### config.mk
export PLATFORM = sky130hd
export DESIGN_NAME = i2c_bus_subsystem
export DESIGN_NICKNAME = d
export VERILOG_FILES = /design/src/design/i2c_pkg.sv /design/src/design/i2c_client_arbiter.sv /design/src/design/i2c_scl_timer.sv /design/src/design/i2c_byte_master.sv /design/src/design/i2c_bus_subsystem.sv
export VERILOG_INCLUDE_DIRS = /design/src /design/src/design
export SDC_FILE = /design/constraint.sdc
export NUM_CORES = 1
export LEC_CHECK = 0
export BUFFER_PORTS_ARGS = -buffer_cell sky130_fd_sc_hd__buf_2
export CORE_MARGIN = 8
export CORE_UTILIZATION = 30
export CTS_CLUSTER_SIZE = 30
export DETAILED_ROUTE_END_ITERATION = 7
export PLACE_DENSITY = 0.54
export SETUP_SLACK_MARGIN = 0.4
export SLEW_MARGIN = 25
export SYNTH_ARGS = -nofsm -noshare
export SYNTH_HDL_FRONTEND = slang
export SYNTH_SLANG_ARGS = --single-unit
### constraint.sdc
create_clock -name clk_i -period 1.75 [get_ports clk_i]
set_clock_uncertainty 0.05 [all_clocks]
set_input_delay 0.0875 -clock clk_i [delete_from_list [all_inputs] [get_ports clk_i]]
set_output_delay 0.0875 -clock clk_i [all_outputs]
set_load 0.005 [all_outputs]
### src/design/i2c_config.svh
`ifndef I2C_CONFIG_SVH
`define I2C_CONFIG_SVH

////////////////////
// Bus timing
////////////////////

// System clocks per quarter of an SCL period
// One bit on the wire spans four quarters
`define I2C_QUARTER_DIV 4

////////////////////
// Host side
////////////////////

// Clients sharing the single byte master
`define I2C_NUM_CLIENTS 2

`endif

### src/design/i2c_pkg.sv
`default_nettype none

`include "i2c_config.svh"

package i2c_pkg;

	// Target address without the R/W bit
	typedef logic [6:0] i2c_addr_t;

	typedef logic [7:0] i2c_data_t;

	// Wide enough to name every client
	typedef logic [$clog2(`I2C_NUM_CLIENTS)-1:0] client_idx_t;

	// Byte master sequence, one state per field on the wire
	typedef enum logic [3:0] {
		IDLE,
		START,
		ADDR,
		ADDR_ACK,
		WDATA,
		WDATA_ACK,
		RDATA,
		RDATA_ACK,
		STOP
	} master_state_t;

endpackage

`default_nettype wire

### src/design/i2c_client_arbiter.sv
`default_nettype none

`include "i2c_config.svh"

module i2c_client_arbiter (
	input  logic                              clk_i,
	input  logic                              rst,
	input  logic [`I2C_NUM_CLIENTS-1:0]       req_i,
	input  logic [`I2C_NUM_CLIENTS-1:0]       write_i,
	input  i2c_pkg::i2c_addr_t                addr_i [`I2C_NUM_CLIENTS],
	input  i2c_pkg::i2c_data_t                wdata_i [`I2C_NUM_CLIENTS],
	output logic [`I2C_NUM_CLIENTS-1:0]       done_o,
	output logic [`I2C_NUM_CLIENTS-1:0]       nack_o,
	output i2c_pkg::i2c_data_t                rdata_o [`I2C_NUM_CLIENTS],
	output logic                              start_o,
	output logic                              cmd_write_o,
	output i2c_pkg::i2c_addr_t                cmd_addr_o,
	output i2c_pkg::i2c_data_t                cmd_wdata_o,
	input  logic                              busy_i,
	input  logic                              finish_i,
	input  logic                              ack_err_i,
	input  i2c_pkg::i2c_data_t                rd_byte_i,
	output logic                              ready_o
);
	import i2c_pkg::*;

	// Client 0 wins the first round after reset
	localparam client_idx_t LAST_INIT = client_idx_t'(`I2C_NUM_CLIENTS - 1);

	logic        granted_q;
	client_idx_t grant_idx_q;
	client_idx_t last_q;
	logic        sel_found;
	client_idx_t sel_idx;

	// Search starts one past the client served last
	// A client whose done_o is up still holds req_i for that cycle, so it is skipped
	always_comb begin
		client_idx_t cand;
		sel_found = 1'b0;
		sel_idx = last_q;
		for (int i = 1; i <= `I2C_NUM_CLIENTS; i++) begin
			cand = client_idx_t'((int'(last_q) + i) % `I2C_NUM_CLIENTS);
			if (!sel_found && req_i[cand] && !done_o[cand]) begin
				sel_found = 1'b1;
				sel_idx = cand;
			end
		end
	end

	always_ff @(posedge clk_i) begin
		if (!rst) begin
			granted_q <= 1'b0;
			grant_idx_q <= '0;
			last_q <= LAST_INIT;
			start_o <= 1'b0;
			done_o <= '0;
			nack_o <= '0;
		end else begin
			start_o <= 1'b0;
			done_o <= '0;
			if (!granted_q) begin
				if (sel_found && !busy_i) begin
					granted_q <= 1'b1;
					grant_idx_q <= sel_idx;
					start_o <= 1'b1;
				end
			end else if (finish_i) begin
				granted_q <= 1'b0;
				last_q <= grant_idx_q;
				done_o[grant_idx_q] <= 1'b1;
				nack_o[grant_idx_q] <= ack_err_i;
			end
		end
	end

	always_ff @(posedge clk_i) begin
		if (granted_q && finish_i) begin
			rdata_o[grant_idx_q] <= rd_byte_i;
		end
	end

	// The client holds its fields until done_o, so they go straight to the master
	assign cmd_write_o = write_i[grant_idx_q];
	assign cmd_addr_o = addr_i[grant_idx_q];
	assign cmd_wdata_o = wdata_i[grant_idx_q];

	assign ready_o = !busy_i && !granted_q;

	// A launched command owns the master until its finish pulse
	a_one_grant: assert property (@(posedge clk_i) disable iff (!rst)
		start_o |=> ((busy_i && !start_o) until finish_i));

	a_start_idle: assert property (@(posedge clk_i) disable iff (!rst)
		start_o |-> !busy_i);

endmodule

`default_nettype wire

### src/design/i2c_scl_timer.sv
`default_nettype none

`include "i2c_config.svh"

module i2c_scl_timer (
	input  logic clk_i,
	input  logic rst,
	input  logic run_i,
	output logic tick_o
);

	localparam int CNT_W = $clog2(`I2C_QUARTER_DIV + 1);
	localparam logic [CNT_W-1:0] RELOAD = CNT_W'(`I2C_QUARTER_DIV - 1);
	localparam logic [CNT_W-1:0] ONE = CNT_W'(1);

	logic [CNT_W-1:0] cnt_q;

	////////////////////
	// Quarter counter
	////////////////////

	// Zero means freshly cleared, so the first run cycle only loads
	// The tick fires as the count steps from one down to zero
	always_ff @(posedge clk_i) begin
		if (!rst || !run_i) begin
			cnt_q <= '0;
			tick_o <= 1'b0;
		end else begin
			tick_o <= (cnt_q == ONE);
			if (cnt_q == '0) begin
				cnt_q <= RELOAD;
			end else begin
				cnt_q <= cnt_q - ONE;
			end
		end
	end

	// Ticks keep a fixed spacing while the master runs
	a_tick_period: assert property (@(posedge clk_i) disable iff (!rst)
		(tick_o && run_i) |=> !tick_o [*(`I2C_QUARTER_DIV - 1)]);

endmodule

`default_nettype wire

### src/design/i2c_byte_master.sv
`default_nettype none

module i2c_byte_master (
	input  logic               clk_i,
	input  logic               rst,
	input  logic               start_i,
	input  logic               cmd_write_i,
	input  i2c_pkg::i2c_addr_t cmd_addr_i,
	input  i2c_pkg::i2c_data_t cmd_wdata_i,
	input  logic               tick_i,
	output logic               run_o,
	output logic               busy_o,
	output logic               finish_o,
	output logic               ack_err_o,
	output i2c_pkg::i2c_data_t rd_byte_o,
	output logic               scl_oe_o,
	output logic               sda_oe_o,
	input  logic               scl_i,
	input  logic               sda_i
);
	import i2c_pkg::*;

	master_state_t state;
	master_state_t next_state;
	logic [1:0]    phase;
	logic [2:0]    bit_cnt;
	logic          write_q;
	i2c_data_t     wdata_q;
	i2c_data_t     sh_q;
	logic [1:0]    scl_sync_q;
	logic [1:0]    sda_sync_q;
	logic          scl_sync;
	logic          sda_sync;
	logic          sda_drive;
	logic          last_bit;

	////////////////////
	// Line inputs
	////////////////////

	always_ff @(posedge clk_i) begin
		scl_sync_q <= {scl_sync_q[0], scl_i};
		sda_sync_q <= {sda_sync_q[0], sda_i};
	end

	assign scl_sync = scl_sync_q[1];
	assign sda_sync = sda_sync_q[1];

	////////////////////
	// Sequencing
	////////////////////

	assign last_bit = (bit_cnt == 3'd7);

	// Address and write bits pull SDA for a zero
	// Acknowledge slots and read bits leave the line to the target, and the master NACKs a read
	always_comb begin
		case (state)
			ADDR, WDATA: sda_drive = ~sh_q[7];
			default:     sda_drive = 1'b0;
		endcase
	end

	// Where a bit slot leads once its fourth quarter ends
	always_comb begin
		next_state = state;
		case (state)
			ADDR:      if (last_bit) next_state = ADDR_ACK;
			ADDR_ACK:  next_state = ack_err_o ? STOP : (write_q ? WDATA : RDATA);
			WDATA:     if (last_bit) next_state = WDATA_ACK;
			WDATA_ACK: next_state = STOP;
			RDATA:     if (last_bit) next_state = RDATA_ACK;
			RDATA_ACK: next_state = STOP;
			default:   next_state = state;
		endcase
	end

	always_ff @(posedge clk_i) begin
		if (!rst) begin
			state <= IDLE;
			phase <= '0;
			bit_cnt <= '0;
			scl_oe_o <= 1'b0;
			sda_oe_o <= 1'b0;
			finish_o <= 1'b0;
			ack_err_o <= 1'b0;
		end else begin
			finish_o <= 1'b0;
			if (state == IDLE) begin
				phase <= '0;
				bit_cnt <= '0;
				if (start_i) begin
					state <= START;
					ack_err_o <= 1'b0;
				end
			end else if (tick_i) begin
				phase <= phase + 2'd1;
				case (state)
					START: begin
						// SDA falls while SCL is still high
						if (phase == 2'd2) begin
							sda_oe_o <= 1'b1;
						end
						if (phase == 2'd3) begin
							scl_oe_o <= 1'b1;
							state <= ADDR;
						end
					end
					STOP: begin
						case (phase)
							2'd0: sda_oe_o <= 1'b1;
							2'd1: scl_oe_o <= 1'b0;
							2'd2: sda_oe_o <= 1'b0;
							default: begin
								state <= IDLE;
								finish_o <= 1'b1;
							end
						endcase
					end
					ADDR, ADDR_ACK, WDATA, WDATA_ACK, RDATA, RDATA_ACK: begin
						case (phase)
							2'd0: sda_oe_o <= sda_drive;
							2'd1: scl_oe_o <= 1'b0;
							2'd2: begin
								// A released SDA or a held SCL both count as no acknowledge
								if ((state == ADDR_ACK || state == WDATA_ACK) &&
										(sda_sync || !scl_sync)) begin
									ack_err_o <= 1'b1;
								end
							end
							default: begin
								scl_oe_o <= 1'b1;
								state <= next_state;
								if (state == ADDR || state == WDATA || state == RDATA) begin
									bit_cnt <= bit_cnt + 3'd1;
								end
							end
						endcase
					end
					default: state <= IDLE;
				endcase
			end
		end
	end

	////////////////////
	// Shift path
	////////////////////

	always_ff @(posedge clk_i) begin
		if (state == IDLE && start_i) begin
			// R/W bit is high for a read
			sh_q <= {cmd_addr_i, ~cmd_write_i};
			write_q <= cmd_write_i;
			wdata_q <= cmd_wdata_i;
		end else if (tick_i) begin
			if (phase == 2'd2 && state == RDATA) begin
				sh_q <= {sh_q[6:0], sda_sync};
			end
			if (phase == 2'd3) begin
				if (state == ADDR || state == WDATA) begin
					sh_q <= sh_q << 1;
				end
				if (state == ADDR_ACK) begin
					sh_q <= wdata_q;
				end
				if (state == RDATA && last_bit) begin
					rd_byte_o <= sh_q;
				end
			end
		end
	end

	assign run_o = (state != IDLE);
	assign busy_o = (state != IDLE);

	// SDA moves only while SCL is low, apart from the start and stop conditions
	a_sda_phase: assert property (@(posedge clk_i) disable iff (!rst)
		$changed(sda_oe_o) |-> ($past(phase) == 2'd0 || $past(state) inside {START, STOP}));

endmodule

`default_nettype wire

### src/design/i2c_bus_subsystem.sv
`default_nettype none

`include "i2c_config.svh"

module i2c_bus_subsystem (
	input  logic                        clk_i,
	input  logic                        rst,
	input  logic [`I2C_NUM_CLIENTS-1:0] req_i,
	input  logic [`I2C_NUM_CLIENTS-1:0] write_i,
	input  i2c_pkg::i2c_addr_t          addr_i [`I2C_NUM_CLIENTS],
	input  i2c_pkg::i2c_data_t          wdata_i [`I2C_NUM_CLIENTS],
	output logic [`I2C_NUM_CLIENTS-1:0] done_o,
	output logic [`I2C_NUM_CLIENTS-1:0] nack_o,
	output i2c_pkg::i2c_data_t          rdata_o [`I2C_NUM_CLIENTS],
	output logic                        ready_o,
	output logic                        scl_oe_o,
	output logic                        sda_oe_o,
	input  logic                        scl_i,
	input  logic                        sda_i
);
	import i2c_pkg::*;

	logic      start;
	logic      cmd_write;
	i2c_addr_t cmd_addr;
	i2c_data_t cmd_wdata;
	logic      busy;
	logic      finish;
	logic      ack_err;
	i2c_data_t rd_byte;
	logic      run;
	logic      tick;

	i2c_client_arbiter i2c_client_arbiter_i (
		.clk_i       (clk_i),
		.rst         (rst),
		.req_i       (req_i),
		.write_i     (write_i),
		.addr_i      (addr_i),
		.wdata_i     (wdata_i),
		.done_o      (done_o),
		.nack_o      (nack_o),
		.rdata_o     (rdata_o),
		.start_o     (start),
		.cmd_write_o (cmd_write),
		.cmd_addr_o  (cmd_addr),
		.cmd_wdata_o (cmd_wdata),
		.busy_i      (busy),
		.finish_i    (finish),
		.ack_err_i   (ack_err),
		.rd_byte_i   (rd_byte),
		.ready_o     (ready_o)
	);

	i2c_scl_timer i2c_scl_timer_i (
		.clk_i  (clk_i),
		.rst    (rst),
		.run_i  (run),
		.tick_o (tick)
	);

	i2c_byte_master i2c_byte_master_i (
		.clk_i       (clk_i),
		.rst         (rst),
		.start_i     (start),
		.cmd_write_i (cmd_write),
		.cmd_addr_i  (cmd_addr),
		.cmd_wdata_i (cmd_wdata),
		.tick_i      (tick),
		.run_o       (run),
		.busy_o      (busy),
		.finish_o    (finish),
		.ack_err_o   (ack_err),
		.rd_byte_o   (rd_byte),
		.scl_oe_o    (scl_oe_o),
		.sda_oe_o    (sda_oe_o),
		.scl_i       (scl_i),
		.sda_i       (sda_i)
	);

endmodule

`default_nettype wire

======== After elaboration in Yosys (flattened, before gate mapping) ========
Index checks and enable logic that the tools add are counted.
operators by class
  $add $sub $neg .......................... 5
  magnitude comparators ................... 6
  equal/unequal tests ..................... 27
  muxes and demuxes ....................... 65
  bitwise logic cells ..................... 10
  reduce and logical (&&, ||, !) cells .... 52
operators with widths
  operator              number
  $mux W8               10
  $mux W4               10
  $mux W1               30
  $mux W7               3
  $pmux W4 S5           1
  $bwmux W16            1
  $eq A4 B3 Y1 const B  4
  $logic_and A1 B1 Y1   12
  $ne A4 B2 Y1 const B  3
  $pmux W4 S3           1
  $reduce_and A6 Y1     2
  $reduce_or A2 Y1      6
  $reduce_bool A2 Y1    5
  $not A1 Y1            9
  $reduce_and A9 Y1     1
  $demux W8 S1          1
  $eq A4 B2 Y1 const B  2
  $ne A2 B1 Y1 const B  4
  $reduce_and A4 Y1     2
  $logic_not A1 Y1      7
  $ne A7 B2 Y1 const B  1
  $lt A1 B2 Y1 const B  3
  $ne A3 B1 Y1 const B  2
  $ne A3 B2 Y1 const B  2
  32 further kinds      43
word-level totals
  register bits ........................... 70
  input bits .............................. 38
  output and inout bits ................... 23
  logic and storage cells ................. 189

======== Logic depth before layout (Yosys ltp) ========
Gate-level depths: netlist (run 1).
  word-level depth ........................ 13
  depth in mapped cells ................... 6
  depth with buffers taken out ............ 6

======== Hierarchy ========
A second synthesis (run 1) with hierarchy kept.
second synthesis, totals
  cell total of the unflattened synthesis .. 258
  area total of the unflattened synthesis .. 3185.6 µm²
by module, submodules not included
  module              times used  cells an instance  area each (µm²)  sequential area each (µm²)
  i2c_byte_master     1           174                2023.2           1091.0
  i2c_client_arbiter  1           67                 984.7            640.6
  i2c_scl_timer       1           17                 177.7            80.1

======== Worst setup path before layout (run 1) ========
OpenSTA, ideal clock, no wires.
  path type ............................... reg-to-reg
  start point ............................. register i2c_byte_master_i.phase[0]
  end point ............................... register i2c_byte_master_i.sh_q[1] (data pin)
  library setup time ...................... 271 ps
  arrival time ............................ 1490 ps
  data required time ...................... 1429 ps
  slack ................................... -60 ps
  cell stages (with the launch flop) ...... 7
  path buffers ............................ 1
  clock period less this slack ............ 1810 ps
  path through ............................ dfxtp_1 > ha_1 > clkbuf_1 > nand4bb_1 > a31o_2 > a222oi_1 > a21oi_1
on the way
  cells in the longest elaborated chain, start to end .. 8
  elaborated cells on any way between the ends .. 9
  those cells by class .................... 2 x eq/ne; 6 x mux; 1 x reduce/logical
RTL lines
  element                 line                    text
  start, declared         i2c_byte_master.sv:25   logic [1:0] phase;
  start signal, assigned  i2c_byte_master.sv:97   phase <= phase + 2'd1;
  $eq A2 B2 Y1            i2c_byte_master.sv:157  if (phase == 2'd2 && state == RDATA) begin
  $logic_and A1 B1 Y1     i2c_byte_master.sv:157
  $mux W8                 i2c_byte_master.sv:157
  $mux W8                 i2c_byte_master.sv:161  if (state == ADDR || state == WDATA) begin
  $mux W8                 i2c_byte_master.sv:164  if (state == ADDR_ACK) begin
  $mux W8 *               i2c_byte_master.sv:160  if (phase == 2'd3) begin
  $mux W8 *               i2c_byte_master.sv:156  end else if (tick_i) begin
  $mux W8 *               i2c_byte_master.sv:151  if (state == IDLE && start_i) begin
  end signal, assigned    i2c_byte_master.sv:153  sh_q <= {cmd_addr_i, ~cmd_write_i};
  end signal, assigned    i2c_byte_master.sv:158  sh_q <= {sh_q[6:0], sda_sync};
  end signal, assigned    i2c_byte_master.sv:165  sh_q <= wdata_q;
  end, declared           i2c_byte_master.sv:29   i2c_data_t sh_q;
Every way passes the cells marked *; elsewhere a longest branch is shown, timed or not. The select of a mux whose other input is x is not followed.
A chain may end at the register's enable or synchronous reset.

======== Worst setup path in the final report (run 1) ========
  start point ............................. register i2c_byte_master_i.phase[0]
  end point ............................... register i2c_byte_master_i.sh_q[3] (data pin)
The elaborated chain is that of the path after synthesis.

==> results of run 1 <==
per-stage QoR:
| step | hold WS, ns | total power [mW] | area, um2 | instances |
|---|---|---|---|---|
| after floorplan | 0.0652 | 2.35 | 3180 | 256 |
| after global placement | 0.143 | 2.57 | 3710 | 456 |
| after detailed placement | 0.151 | 2.58 | 3710 | 456 |
| after CTS | 0.00420 | 4.29 | 4450 | 508 |
| after global routing | 0.0355 | 4.54 | 4600 | 516 |
| final | 0.0324 | 4.34 | 4600 | 516 |
layout make-up:
class	count	area (um2)	area share, %
inverters	11	50.0	1.09
multi-input cells	160	1410	30.7
well taps	136	170	3.70
repair buffers	123	902	19.6
flip-flops and latches	70	1840	39.9
clock buffers	9	124	2.69
clock inverters	7	105	2.28
worst register-to-register path: cells and delay by family (launching register included):
kind	cells	cell delay [ns]
AO/OA/AOI/OAI	3	0.71
adder cells (fa/ha/maj)	1	0.15
buffers and inverters	1	0.06
flip-flops	1	0.37
AND/OR/NAND/NOR	1	0.14
path summary, 6_finish.rpt:
kind | start | end | slack (ns) | cells after the start
min | req_i[0] | i2c_client_arbiter_i.grant_idx_q | 0.03 | 3
max | i2c_byte_master_i.phase[0] | i2c_byte_master_i.sh_q[3] | 0.01 | 6
min reg2reg | i2c_byte_master_i.scl_sync_q[0] | i2c_byte_master_i.scl_sync_q[1] | 0.28 | 0
max reg2reg | i2c_byte_master_i.phase[0] | i2c_byte_master_i.sh_q[3] | 0.01 | 6
kinds of logic after synthesis:
family / count (synthesis) / share of synthesized area, %
AOI/OAI and AO/OA: 60 / 14.0
adders and majority gates: 9 / 3.66
DFF: 70 / 59.0
buffers and inverters: 27 / 3.54
and+or+nand+nor: 72 / 13.8
muxes: 15 / 5.25
xor gates and xnor gates: 3 / 0.855
what timing repair did:
item                                    CTS  global route
pin swaps                                16            14
gates resized for setup                  46            20
hold buffers                             19             0
setup buffers                            15             8
gates cloned                              2             0
endpoints found under the setup margin   62            57
hold endpoints to repair                 11             0
layout by cell type, fill, tap and decap left out, drive strengths merged, types with 11 or more instances in the layout:
cell type    Yosys  layout
dlygate4sd3      0      19
nor2            11      11
dfxtp           29      29
a21oi           14      14
edfxtp          41      41
nand2           16      17
buf              6     104
inv             11      13
nor2b           14      14
layer usage:
layer | share of wire, % | up-vias
met4 | 2.1 | 0
met2 | 50 | 103
li1 | - | 1202
met3 | 7.0 | 11
met5 | 0 | -
met1 | 41 | 1136
sequential cells by signal (all words and copies together), names as in the netlist:
name / cells
i2c_client_arbiter_i.rdata_o: 16
i2c_byte_master_i.rd_byte_o: 8
i2c_byte_master_i.sh_q: 8
i2c_byte_master_i.wdata_q: 8
i2c_byte_master_i.state: 4
i2c_byte_master_i.bit_cnt: 3
i2c_scl_timer_i.cnt_q: 3
i2c_byte_master_i.phase: 2
i2c_byte_master_i.scl_sync_q: 2
i2c_byte_master_i.sda_sync_q: 2
i2c_client_arbiter_i.done_o: 2
i2c_client_arbiter_i.nack_o: 2
i2c_byte_master_i.ack_err_o: 1
i2c_byte_master_i.finish_o: 1
i2c_byte_master_i.scl_oe_o: 1
i2c_byte_master_i.sda_oe_o: 1
i2c_byte_master_i.write_q: 1
i2c_client_arbiter_i.grant_idx_q: 1
i2c_client_arbiter_i.granted_q: 1
i2c_client_arbiter_i.last_q: 1
i2c_client_arbiter_i.start_o: 1
i2c_scl_timer_i.tick_o: 1
power groups by stage:
stage | logic (mW) | registers, mW | clock network, mW
2_1_floorplan | 0.392 | 1.96 | 0
3_3_place_gp | 0.571 | 2.00 | 0
3_5_place_dp | 0.579 | 2.00 | 0
4_1_cts | 0.789 | 1.97 | 1.53
5_1_grt | 0.961 | 1.99 | 1.60
6_report | 0.884 | 1.98 | 1.48
==> results.toml, run 1 <==
[clock_network]
clock_sinks = 70
cts_buffer_depth = 2
clkLatencyLatePin_ns = 0.35
cts_inserted_buffers = 9
clk_pin_slew_ns = 0.08
h-tree-depth = 3
cts-root-buf = "clkbuf_8"
cts_tree = "yes"

[synthesis]
ys.warnings.count = 0
synthTopCellsByCount = "41 x edfxtp_1, 29 x dfxtp_1, 16 x nand2_1"
syn_area_mm2 = 0.00307
synth_edf_count = 41
netlist.area_leader.share_pct = 40.1
ys_seq_area_share_pct = 59.0
synthDistinctLibCells = 50
avgSynthCellArea_um2 = 12.0
synth_top_area_cell = "edfxtp_1"
ys_ff_latch = 70
syn_inst = 256
ys.flop_type = "edfxtp_1"
async_reset_ff_share_pct = 0
syn_nets = 303
synth.most_common_cell = "edfxtp_1"
synth.top_cells.by_area = "edfxtp_1 40%, dfxtp_1 19%, ha_1 3.7%"

[grt]
grt_pass1_vias = 2424
grt_pass1_wl_um = 12000
track_usage_pct = 11.7
grt.met1_usage_pct = 13.8
use_met2_pct = 18.9
gr-max-usage-layer = "met2"
met3_usage_pct = 3.28
overflow = 0
grt_max_degree = 28
antenna_found_initial = 0

[placed_design]
dp_hpwl_um = 4910
placement.io_buffers = 60
pre_cts_ws_ns = -0.0407
gp_congestion = 0.754

[run]
drv_cap = 0

[sta]
min_period_over_period_pct = 99.3
hold_viol = 0
fin_crit_ns = 1.74
max_freq_mhz = 575
setup_viol = 0
relSlewSlack_pct = 65.9
slew_viol_final = 0
rsz0062_at_grt = "true"
tns_ns = 0
setup_ws_ns = 0.0115
tightest_slew_ns = 0.511

[floorplanning]
chipHeight_um = 117
io_pins = 61
die_area_mm2 = 0.0137
rows = 37
initial_core_util_pct = 30.3
core_area_mm2 = 0.0101
fp.dieW_um = 117

[worst_setup_path]
crit_path_max_fanout = 7
arrival_ns = 1.77
end_kind = "register"
crit_chain = "inv_4 -> ha_4 -> nand4b_1 -> a31o_4 -> a222oi_1 -> a21oi_1"
cp_slowest_cell = "dfxtp_4"
cp.buffers_inverters = 1
cpPeakStageDelay_ns = 0.37
path_delay_family = "compound AO/OA/AOI/OAI gates"
path_class = "register to register"
worst-endpoint-required_ns = 1.78
cp-start-kind = "register"

[detailed_routing]
wl_um = 7850
avgRoutedWirePerCell_um = 15.2
vias = 2452
route.detailed.drc = 0
ant_nets = 0
first_pass_iters = 7
via_per_inst = 4.75
drtIter0Drc = 144

[layout]
syn_to_final_growth_pct = 49.8
layout-drive-gt1-share_pct = 46.1
utilization_pct = 45.4
n_antenna_cell = 0
nFillCells = 924
layout.nets = 422

[pwr]
p_per_area_mw_per_mm2 = 943
combinationalPowerShare_pct = 20.4
swShare_pct = 27.2
internal_power_mw = 3.16
p_seq_share_pct = 45.5
clkPwrFrac_pct = 34.1
switchingPower_mw = 1.18
vdd_drop_max_uv = 409
p_leak_nw = 1.82

[status]
status = "finished, final reports clean"

[hold_path]
hold_path.class = "input pin to register"
Note: power is estimated with default switching activity, not from simulation.
==> run 2, diff against run 1 <==
--- a/config.mk
+++ b/config.mk
@@ -11,7 +11,7 @@
 export CORE_UTILIZATION = 30
 export CTS_CLUSTER_SIZE = 30
 export DETAILED_ROUTE_END_ITERATION = 7
-export PLACE_DENSITY = 0.54
+export PLACE_DENSITY = 0.53
 export SETUP_SLACK_MARGIN = 0.4
 export SLEW_MARGIN = 25
 export SYNTH_ARGS = -nofsm -noshare
==> constraint.sdc (replaced) <==
create_clock -name clk_i -period 2.2 [get_ports clk_i]
set_clock_uncertainty 0.05 [all_clocks]
set_input_delay 0.11 -clock clk_i [delete_from_list [all_inputs] [get_ports clk_i]]
set_output_delay 0.11 -clock clk_i [all_outputs]
set_load 0.005 [all_outputs]
==> run 2 against run 1 <==
Compared with the run above: core utilization shrank 6.1 points; maximum frequency shrank 2.8%; wire length down 13%; non-clock buffer count is 44 lower; highest routed layer unchanged; first-iteration DRC count shrank 13%; combinational power shrank 47%; power is 31% lower; sequential power is 21% lower; cell count down 8.7%; critical endpoint is now i2c_byte_master_i.sh_q[1]; die area unchanged; largest power group unchanged; global-route usage fell by 1.4 points.
==> results.toml, run 2 (synthesis results as in run 1) <==
[sta]
tns_ns = 0
min_period_over_period_pct = 81.3
rsz0062_at_grt = "true"
setup_viol = 0
hold_viol = 0
relSlewSlack_pct = 74.4
fin_crit_ns = 1.79
tightest_slew_ns = 0.379
max_freq_mhz = 559
slew_viol_final = 0

[grt]
antenna_found_initial = 0
track_usage_pct = 10.3
grt_max_degree = 26
grt_pass1_vias = 2248
grt_pass1_wl_um = 10900
overflow = 0

[worst_setup_path]
rr_startpoint = "i2c_byte_master_i.state[2]"
crit_path_max_fanout = 17
rrSetupSlack_ns = 0.41
reg2regPathDepth = 7
cpPeakStageDelay_ns = 0.38
worst-endpoint-required_ns = 2.23
cp-start-kind = "register"
path_class = "register to register"
cp_slowest_cell = "dfxtp_4"
end_kind = "register"
arrival_ns = 1.82
r2r_end = "i2c_byte_master_i.sh_q[1]"
crit_chain = "buf_6 -> nor4_4 -> buf_4 -> nand2_1 -> buf_12 -> a211oi_1 -> a21oi_1"

[floorplanning]
fp.dieW_um = 117
io_pins = 61
rows = 37
core_area_mm2 = 0.0101
die_area_mm2 = 0.0137
chipHeight_um = 117
initial_core_util_pct = 30.3

[detailed_routing]
ant_nets = 0
vias = 2240
via_per_inst = 4.76
wl_um = 6840
first_pass_iters = 5
route.detailed.drc = 0
met3WireLength_um = 345
highest_layer = "met4"
dr_wl_met2_um = 3340
drtIter0Drc = 126
routedLengthMet1_um = 3080
avgRoutedWirePerCell_um = 14.5

[layout]
nFillCells = 982
n_antenna_cell = 0
largest_reg_flops = 16
syn_to_final_growth_pct = 29.5
final_cell_mix = "60 x buf_2, 41 x edfxtp_1, 21 x dfxtp_1, 16 x nand2_1"
finalInstanceArea_mm2 = 0.00398
seq_area_mm2 = 0.00183
layout.nets = 377
regMostFlops = "i2c_client_arbiter_i.rdata_o"
multiInputGateArea_mm2 = 0.00126
layout-drive-gt1-share_pct = 37.9
final_common_cell = "buf_2"

[pwr]
vdd_drop_max_uv = 308
combinationalPowerShare_pct = 15.6
p_seq_share_pct = 52.0
p_per_area_mw_per_mm2 = 752
swShare_pct = 28.3
p_leak_nw = 1.56
internal_power_mw = 2.15
clkPwrFrac_pct = 32.4
switchingPower_mw = 0.846

[hold_path]
hold_end = "i2c_byte_master_i.wdata_q[1]"
worstHoldStart = "wdata_i[9]"
holdPathStages = 2
hold_path.class = "input pin to register"

[clock_network]
cts_inserted_buffers = 9
clkLatencyLatePin_ns = 0.34
clock_sinks = 70
cts-root-buf = "clkbuf_8"
cts_buffer_depth = 2
clk_pin_slew_ns = 0.08
cts_tree = "yes"
h-tree-depth = 3

[placed_design]
gp_congestion = 0.800
postPlaceCellArea_mm2 = 0.00357
dp_hpwl_um = 4870
placement.io_buffers = 60

[status]
status = "finished, final reports clean"

[run]
drv_cap = 0
run 2: cell types whose count changed in the layout (fill, tap and decap cells not counted), sizes merged:
cell	before	now
buf	104	77
bufinv	2	0
clkinv	1	2
clkinvlp	2	1
dlygate4sd3	19	2
inv	13	15
nand2	17	16
run 2: power by group through the flow:
stage	combinational, mW	clock [mW]	sequential [mW]
after floorplan	0.282	0	1.55
after global placement	0.399	0	1.59
after detailed placement	0.405	0	1.58
after CTS	0.420	1.01	1.56
after global routing	0.525	1.05	1.57
final	0.465	0.970	1.56
run 2: cell type report:
class | instances | share of cell area [%]
clock buffers | 9 | 3.11
inverters | 11 | 1.10
repair buffers | 79 | 12.2
flip-flops and latches | 70 | 46.1
clock inverters | 7 | 1.63
multi-input cells | 159 | 31.6
well taps | 136 | 4.28
run 2: metal layers:
layer / global-route usage [%] / up-vias
met5: 0 / -
met4: 5.03 / 0
met3: 2.31 / 5
met2: 16.5 / 49
met1: 12.8 / 1078
li1: - / 1108
run 2: metrics by stage:
stage	setup WS (ns)	util [%]	power, mW	instances	hold slack (ns)
2_1_floorplan	0.427	-	1.84	256	0.0877
3_3_place_gp	0.250	35.2	1.99	448	0.167
3_5_place_dp	0.216	35.2	1.99	448	0.165
4_1_cts	0.400	37.8	2.98	466	0.0187
5_1_grt	0.326	39.3	3.15	471	0.0252
6_report	0.411	39.3	2.99	471	0.0348
run 2: timing repair:
action / 4_1_cts / 5_1_grt
setup buffers: 0 / 5
endpoints found under the setup margin: 38 / 27
endpoints found under the hold margin: 2 / 0
hold buffers: 2 / 0
pin swaps: 0 / 9
gates resized for setup: 16 / 25
run 2: how the worst max path moves through the flow:
stage / endpoint / slack (ns) / from
finish: i2c_byte_master_i.sh_q[1] / 0.41 / i2c_byte_master_i.state[2]
global route: i2c_byte_master_i.sh_q[0] / 0.33 / i2c_byte_master_i.state[2]
CTS: i2c_byte_master_i.sh_q[6] / 0.40 / i2c_byte_master_i.phase[0]
detailed placement: i2c_byte_master_i.rd_byte_o[1] / 0.22 / i2c_byte_master_i.state[1]
global placement: i2c_byte_master_i.sh_q[6] / 0.25 / i2c_byte_master_i.state[1]
floorplan: i2c_byte_master_i.sh_q[1] / 0.43 / i2c_byte_master_i.state[0]
run 2: worst max-delay path: cells and delay by family (launching register included):
kind / cells / cell delay [ns]
buffers and inverters: 3 / 0.50
AND/OR/NAND/NOR: 2 / 0.30
flip-flops: 1 / 0.38
AO/OA/AOI/OAI: 2 / 0.30
